## src/regDatapath_macros.svh

```systemverilog
// Data width, register count and special register index macros for the datapath slice
`ifndef REGDP_MACROS_SVH
`define REGDP_MACROS_SVH

// Datapath word width
`define REGDP_DATA_W 16

// Register index width, enough for sixteen entries
`define REGDP_ADDR_W 4

`define REGDP_NUM_REGS 16 // Entries in the register file

// Special registers at the top of the file
`define REGDP_DS_IDX 14 // Data Segment
`define REGDP_SP_IDX 15 // Stack Pointer

`endif

```

## src/regDatapathPkg.sv

```systemverilog
// Opcode encoding and the packed structs passed between datapath stages
`include "regDatapath_macros.svh"

package regDatapathPkg;

  typedef logic [`REGDP_ADDR_W-1:0] regIdx_t;
  typedef logic [`REGDP_DATA_W-1:0] word_t;

  // Opcode sits in the top four bits of the instruction word
  // Codes above OP_MOVSP are illegal
  typedef enum logic [3:0] {
    OP_ADD   = 4'h0,
    OP_SUB   = 4'h1,
    OP_AND   = 4'h2,
    OP_OR    = 4'h3,
    OP_XOR   = 4'h4,
    OP_MOV   = 4'h5,
    OP_LDI   = 4'h6,
    OP_ADDDS = 4'h7, // Data Segment plus rs2
    OP_MOVSP = 4'h8  // Copy of the Stack Pointer
  } opcode_e;

  typedef struct packed {
    opcode_e opcode;
    regIdx_t rd;
    regIdx_t rs1;
    regIdx_t rs2;
  } instr_t;

  typedef struct packed {
    logic                         valid;
    opcode_e                      op;
    regIdx_t                      rd;
    regIdx_t                      rs1;
    regIdx_t                      rs2;
    logic [2*`REGDP_ADDR_W-1:0]   imm8;     // rs1 and rs2 side by side, for LDI
    logic                         dataReg;  // Port 1 reads the Data Segment
    logic                         stackReg; // Port 1 reads the Stack Pointer
    logic                         writeEn;
    logic                         illegal;
  } decodedOp_t;

  typedef struct packed {
    logic    valid;
    regIdx_t rd;
    word_t   data;
    logic    carry;
    logic    writeEn;
    logic    illegal;
  } aluOut_t;

  typedef struct packed {
    logic    valid;
    regIdx_t rd;
    word_t   data;
    logic    zero;
    logic    negative;
    logic    carry;
    logic    illegal;
  } result_t;

endpackage

```

## src/instrDecoder.sv

```systemverilog
// Instruction register and decoder at the input side of the datapath
`timescale 1ns/1ps

module instrDecoder (
  input  logic                       clk,
  input  logic                       rstN,
  input  logic                       instrValid,
  input  regDatapathPkg::instr_t     instr,
  output regDatapathPkg::decodedOp_t decOp
);

  import regDatapathPkg::*;

  decodedOp_t decNext;

  // Field split and control derivation for the incoming word
  always_comb begin
    decNext = '0; // An idle cycle carries a bubble
    if (instrValid) begin
      decNext.valid = 1'b1;
      decNext.op    = instr.opcode;
      decNext.rd    = instr.rd;
      decNext.rs1   = instr.rs1;
      decNext.rs2   = instr.rs2;
      decNext.imm8  = {instr.rs1, instr.rs2};

      case (instr.opcode)
        OP_ADD, OP_SUB, OP_AND, OP_OR, OP_XOR, OP_MOV, OP_LDI: begin
          decNext.writeEn = 1'b1;
        end
        OP_ADDDS: begin
          decNext.dataReg = 1'b1; // Base comes from the Data Segment
          decNext.writeEn = 1'b1;
        end
        OP_MOVSP: begin
          decNext.stackReg = 1'b1;
          decNext.writeEn  = 1'b1;
        end
        default: begin
          // Unknown code travels on so the output can flag it
          decNext.illegal = 1'b1;
        end
      endcase
    end
  end

  always_ff @(posedge clk) begin
    if (!rstN) begin
      decOp <= '0;
    end else begin
      decOp <= decNext;
    end
  end

  // Both special selects steer the same read port
  assert property (@(posedge clk) disable iff (!rstN)
    !(decOp.dataReg && decOp.stackReg))
    else $error("instrDecoder: dataReg and stackReg set together");

endmodule

```

## src/regFile16.sv

```systemverilog
// Sixteen-entry register file with Data Segment and Stack Pointer read selection
`timescale 1ns/1ps
`include "regDatapath_macros.svh"

module regFile16 (
  input  logic                    clk,
  input  logic                    rstN,
  input  regDatapathPkg::regIdx_t rdAddr1,
  input  regDatapathPkg::regIdx_t rdAddr2,
  input  logic                    dataReg,
  input  logic                    stackReg,
  input  logic                    wrEn,
  input  regDatapathPkg::regIdx_t wrAddr,
  input  regDatapathPkg::word_t   wrData,
  output regDatapathPkg::word_t   readData1,
  output regDatapathPkg::word_t   readData2
);

  import regDatapathPkg::*;

  localparam regIdx_t DsIdx = regIdx_t'(`REGDP_DS_IDX);
  localparam regIdx_t SpIdx = regIdx_t'(`REGDP_SP_IDX);

  word_t regs [`REGDP_NUM_REGS];

  // Single write port, all entries cleared on reset
  always_ff @(posedge clk) begin
    if (!rstN) begin
      regs <= '{default: '0};
    end else if (wrEn) begin
      regs[wrAddr] <= wrData;
    end
  end

  // Read ports are combinational
  // A write at an edge is visible to the instruction decoded on that same edge
  always_comb begin
    if (stackReg) begin
      readData1 = regs[SpIdx];
      readData2 = '0; // MOVSP adds nothing to the Stack Pointer
    end else begin
      if (dataReg) begin
        readData1 = regs[DsIdx];
      end else begin
        readData1 = regs[rdAddr1];
      end
      readData2 = regs[rdAddr2];
    end
  end

  // Once reset has held for a cycle the pipeline is empty
  assert property (@(posedge clk)
    (!rstN ##1 !rstN) |-> !wrEn)
    else $error("regFile16: write requested during reset");

endmodule

```

## src/aluUnit.sv

```systemverilog
// Combinational ALU for the decoded operation, with carry and borrow
`timescale 1ns/1ps

module aluUnit (
  input  regDatapathPkg::decodedOp_t decOp,
  input  regDatapathPkg::word_t      readData1,
  input  regDatapathPkg::word_t      readData2,
  output regDatapathPkg::aluOut_t    aluRes
);

  import regDatapathPkg::*;

  localparam int DataW = $bits(word_t);

  logic [DataW:0] sumWide;  // Extra bit holds the carry
  logic [DataW:0] diffWide; // Extra bit holds the borrow

  assign sumWide  = {1'b0, readData1} + {1'b0, readData2};
  assign diffWide = {1'b0, readData1} - {1'b0, readData2};

  always_comb begin
    aluRes         = '0;
    aluRes.valid   = decOp.valid;
    aluRes.rd      = decOp.rd;
    aluRes.writeEn = decOp.writeEn;
    aluRes.illegal = decOp.illegal;

    case (decOp.op)
      OP_ADD, OP_ADDDS: begin
        aluRes.data  = sumWide[DataW-1:0];
        aluRes.carry = sumWide[DataW];
      end
      OP_SUB: begin
        aluRes.data  = diffWide[DataW-1:0];
        aluRes.carry = diffWide[DataW];
      end
      OP_AND:   aluRes.data = readData1 & readData2;
      OP_OR:    aluRes.data = readData1 | readData2;
      OP_XOR:   aluRes.data = readData1 ^ readData2;
      OP_MOV:   aluRes.data = readData1;
      OP_LDI:   aluRes.data = word_t'(decOp.imm8); // Zero-extended immediate
      OP_MOVSP: aluRes.data = sumWide[DataW-1:0]; // Port 2 is zero here
      default: begin
        aluRes.data = '0; // Illegal code gives no data
      end
    endcase
  end

endmodule

```

## src/resultStage.sv

```systemverilog
// Writeback drive, flag generation and output register of the datapath
`timescale 1ns/1ps

module resultStage (
  input  logic                    clk,
  input  logic                    rstN,
  input  regDatapathPkg::aluOut_t aluRes,
  output logic                    wrEn,
  output regDatapathPkg::regIdx_t wrAddr,
  output regDatapathPkg::word_t   wrData,
  output regDatapathPkg::result_t result
);

  import regDatapathPkg::*;

  result_t resultNext;

  // Write lands in the register file on the same edge that loads result
  assign wrEn   = aluRes.valid && aluRes.writeEn && !aluRes.illegal;
  assign wrAddr = aluRes.rd;
  assign wrData = aluRes.data;

  always_comb begin
    resultNext         = '0;
    resultNext.valid   = aluRes.valid;
    resultNext.rd      = aluRes.rd;
    resultNext.illegal = aluRes.illegal;
    if (aluRes.valid && !aluRes.illegal) begin
      resultNext.data     = aluRes.data;
      resultNext.zero     = (aluRes.data == '0);
      resultNext.negative = aluRes.data[$bits(word_t)-1]; // Sign bit
      resultNext.carry    = aluRes.carry;
    end
  end

  always_ff @(posedge clk) begin
    if (!rstN) begin
      result <= '0;
    end else begin
      result <= resultNext;
    end
  end

  // Each register write is reported next cycle as a legal result for the same target
  assert property (@(posedge clk) disable iff (!rstN)
    wrEn |=> (result.valid && !result.illegal && result.rd == $past(wrAddr)))
    else $error("resultStage: writeback without matching legal result");

endmodule

```

## src/regDatapathTop.sv

```systemverilog
// Top level of the datapath slice connecting decoder, register file, ALU and output stage
`timescale 1ns/1ps

module regDatapathTop (
  input  logic                    clk,
  input  logic                    rstN,
  input  logic                    instrValid,
  input  regDatapathPkg::instr_t  instr,
  output regDatapathPkg::result_t result
);

  import regDatapathPkg::*;

  decodedOp_t decOp;
  word_t      readData1;
  word_t      readData2;
  aluOut_t    aluRes;
  logic       wrEn;
  regIdx_t    wrAddr;
  word_t      wrData;

  instrDecoder decoder0 (
    .clk        (clk),
    .rstN       (rstN),
    .instrValid (instrValid),
    .instr      (instr),
    .decOp      (decOp)
  );

  regFile16 regFile0 (
    .clk       (clk),
    .rstN      (rstN),
    .rdAddr1   (decOp.rs1),
    .rdAddr2   (decOp.rs2),
    .dataReg   (decOp.dataReg),
    .stackReg  (decOp.stackReg),
    .wrEn      (wrEn),
    .wrAddr    (wrAddr),
    .wrData    (wrData),
    .readData1 (readData1),
    .readData2 (readData2)
  );

  aluUnit alu0 (
    .decOp     (decOp),
    .readData1 (readData1),
    .readData2 (readData2),
    .aluRes    (aluRes)
  );

  resultStage resultStage0 (
    .clk    (clk),
    .rstN   (rstN),
    .aluRes (aluRes),
    .wrEn   (wrEn),
    .wrAddr (wrAddr),
    .wrData (wrData),
    .result (result)
  );

endmodule

```

## config.mk

```make
export PLATFORM = sky130hd
export DESIGN_NAME = regDatapathTop
export DESIGN_NICKNAME = d
export VERILOG_FILES = /design/src/regDatapathPkg.sv /design/src/instrDecoder.sv /design/src/regFile16.sv /design/src/aluUnit.sv /design/src/resultStage.sv /design/src/regDatapathTop.sv
export VERILOG_INCLUDE_DIRS = /design/src
export SDC_FILE = /design/constraint.sdc
export NUM_CORES = 1
export LEC_CHECK = 0
export BUFFER_PORTS_ARGS = -buffer_cell sky130_fd_sc_hd__buf_4
export CAP_MARGIN = 20
export CORE_ASPECT_RATIO = 0.5
export CORE_MARGIN = 1
export CORE_UTILIZATION = 60
export DETAILED_ROUTE_END_ITERATION = 7
export GPL_TIMING_DRIVEN = 0
export PLACE_DENSITY = 0.77
export SLEW_MARGIN = 20
export SYNTH_ARGS = -nofsm -noshare
export SYNTH_HDL_FRONTEND = slang
export SYNTH_SLANG_ARGS = --single-unit
```

## constraint.sdc

```tcl
create_clock -name clk -period 5.6 [get_ports clk]
set_clock_uncertainty 0.1 [all_clocks]
set_input_delay 0 -clock clk [delete_from_list [all_inputs] [get_ports clk]]
set_output_delay 0 -clock clk [all_outputs]
set_load 0.01 [all_outputs]
```

==> out/metrics.yaml <==
status: "finished, final reports clean"
p_switching_uw: 1309
p_clk_frac: 0.422
finalSetupViolations: 0
maxCapViolations: 0
synth.most_common_cell: "dfxtp_1"
die_x_um: 240.7
drtIter0Drc: 2359
via_per_inst: 6.995
hold_ws_ns: 0.1347
synthTopCellsByArea: "dfxtp_1 35%, mux4_2 16%, a211oi_1 9.4%"
swShare: 0.2725
max_slew_margin: 0.3078
cts_buffers: 28
core_um2: 27870
grt_use_total: 0.4337
grt_pass1_vias: 14280
syn_area_um2: 17090
yosysSeqAreaShare: 0.3526
hp-start: "instr[2]"
cts_buffer_depth: 3
layout_min_cycle_time_ns: 5.552
hold_violations: 0
route.detailed.drc: 0
rsz0062_at_grt: "false"
hold_depth: 3
power.share.sequential: 0.451
tns_ns: 0
power_frac_comb: 0.127
clk_latency_ns: 0.59
gp_congestion: 1.073
area_delta_synth_final_pct: 13.02
start_kind: "flop"
grt_max_degree: 20
clkTransAtPathRegs_ns: 0.06
yosys_warnings: 0
dr.pass1.iters: 7
die_y_um: 121.3
ctsHtreeMaxLevel: 1
rows: 43
synth_edf_count: 0
critPathMaxFanout: 10
path_class: "flop to flop"
end_kind: "flop"
grt_pass1_wl_mm: 92.23
grt-ovfl-total: 0
tritoncts: "built"
dp_hpwl_mm: 46.51
worstReg2RegStart: "decoder0.decOp[11]$_SDFF_PN0_"
synth_cells: 1762
synthTopCellsByCount: "301 x dfxtp_1, 275 x nor2_1, 213 x a211oi_1"
fin_area_um2: 19310
leakage_uw: 0.006634
yosys.area.top_type: "dfxtp_1"
die_area_um2: 29200
io_pins: 44
yosys_register_bits: 301
portBuffers: 42
cts_root_buf: "clkbuf_16"
period_share: 0.9914
yosysTopAreaCellShare: 0.3526
dpl_cell_area_um2: 17890
hp-class: "input port to flop"
critPathLaunch: "decoder0.decOp[11]$_SDFF_PN0_"
layout_setup_ws_ns: 0.04835
synth_async_sr_flop_share: 0
vias: 15810
cp.required_ns: 6.00
wl_per_cell_um: 27.84
intPower_uw: 3496
r2r-end: "resultStage0.result[3]$_SDFF_PN0_"
synth_cell_type_count: 82
dp_slack_ns: -1.949
synthFlopType: "dfxtp_1"
avgSynthCellArea_um2: 9.699
wirelength_mm: 62.92
vdd_drop_max_mv: 0.2385
cts_sinks: 301
ff2ff_path_depth: 16
regToRegSetupSlack_ns: 0.05
start_util: 0.6132
nets: 1927
antenna_found_initial: 1
arrival_ns: 5.96
tightestPinTransition_ns: 1.031
drive_gt1_frac: 0.1726
ant_nets: 0
fmax_mhz: 180.1
drv_slew: 0
min_to: "decoder0.decOp[6]$_SDFF_PN0_"
pwr_density_cell_nw_per_um2: 248.8
synth_nets: 1831
metrics by stage:
step	power, µW	utilization	instances
floorplan	2562	-	1762
global placement	2752	0.6417	2186
detailed placement	2754	0.6419	2186
CTS	4735	0.6884	2256
global route	4890	0.6930	2259
finish	4805	0.6931	2260
timing repair:
| item | CTS | global route |
|---|---|---|
| hold buffers | 23 | 0 |
| setup endpoints to repair | 257 | 129 |
| setup buffers | 0 | 3 |
| endpoints found under the hold margin | 21 | 0 |
| pin swaps | 3 | 6 |
| gates resized for setup | 41 | 33 |
layout by cell type (no fill, tap or decap), drive strengths merged, types with 5 or more instances in the layout:
cell type,netlist,final
and2,12,12
o21ai,80,80
nor3,19,19
and3,21,21
buf,55,100
dlygate4sd3,0,23
ha,48,48
o21bai,7,7
a211oi,216,216
nand3b,5,5
o22ai,8,8
dfxtp,301,301
o21a,11,11
mux2i,71,71
nand2,60,60
a31oi,10,10
a22oi,6,6
nand3,8,8
mux4,129,129
a221oi,10,10
a21oi,97,97
nor4,5,5
nand2b,13,13
nor2b,26,26
o221ai,7,7
o211ai,5,5
clkbuf,119,154
o31a,5,5
inv,54,54
or3,7,7
nor2,275,275
clkinv,0,8
a211o,5,5
flip-flops by register name, indices dropped and copies added, names as in the netlist:
name and cells:
resultStage0.result 24, regFile0.regs 256, decoder0.decOp 21
cell type report:
type                    count  area, µm²
multi-input cells        1233      10190
fillers                  2219       8554
flip-flops and latches    301       6026
plain buffers             172      905.9
clock buffers              37      764.5
repair buffers             68      568.0
well taps                 382      478.0
inverters                  54      202.7
clock inverters            12      175.2
diodes                      1      2.502
cell families after synthesis:
| logic type | count (synthesis) | share of synthesized area |
|---|---|---|
| AO/OA/AOI/OAI | 501 | 0.2042 |
| AND/OR/NAND/NOR | 472 | 0.1261 |
| flip-flops | 301 | 0.3526 |
| buffers and inverters | 228 | 0.06069 |
| multiplexers | 203 | 0.2153 |
| adder cells (fa/ha/maj) | 50 | 0.03748 |
| XOR/XNOR | 7 | 0.003587 |
critical path, stage by stage, from the launching register on:
cell,delay (ns)
dfxtp_1,0.65
clkbuf_1,0.72
mux4_2,0.42
mux2i_1,0.16
o21ai_1,0.11
mux2_4,0.34
inv_1,0.11
ha_1,0.27
a21o_1,0.23
a221o_1,0.42
a221oi_2,0.36
nor2_1,0.07
a211o_1,0.31
a221oi_4,0.58
nand4_1,0.17
nor4_1,0.22
and4_1,0.23
power by group through the flow:
| stage | logic, µW | clock network (µW) | registers [µW] |
|---|---|---|---|
| after CTS | 564 | 2010 | 2160 |
| after global placement | 540 | 0 | 2210 |
| after floorplan | 352 | 0 | 2210 |
| after detailed placement | 542 | 0 | 2210 |
| final | 611 | 2030 | 2170 |
| after global routing | 630 | 2100 | 2170 |
worst max-delay path by stage:
stage	end	slack [ns]	cells past startpoint
3_5_place_dp	resultStage0.result[3]$_SDFF_PN0_	-1.95	18
5_1_grt	regFile0.regs[52]$_SDFFE_PN0P_	0.005	19
4_1_cts	regFile0.regs[126]$_SDFFE_PN0P_	0.02	22
3_3_place_gp	resultStage0.result[3]$_SDFF_PN0_	-1.85	18
6_report	resultStage0.result[3]$_SDFF_PN0_	0.05	16
2_1_floorplan	regFile0.regs[110]$_SDFFE_PN0P_	0.60	20
per-layer routing:
metal,part of all wire,vias up,global-route usage
met4,0.027,4,0.1111
li1,-,6796,-
met1,0.40,7609,0.6068
met2,0.39,1234,0.5820
met3,0.18,166,0.2179
met5,0.0017,-,0.02496
(Power assumes the default switching activity.)
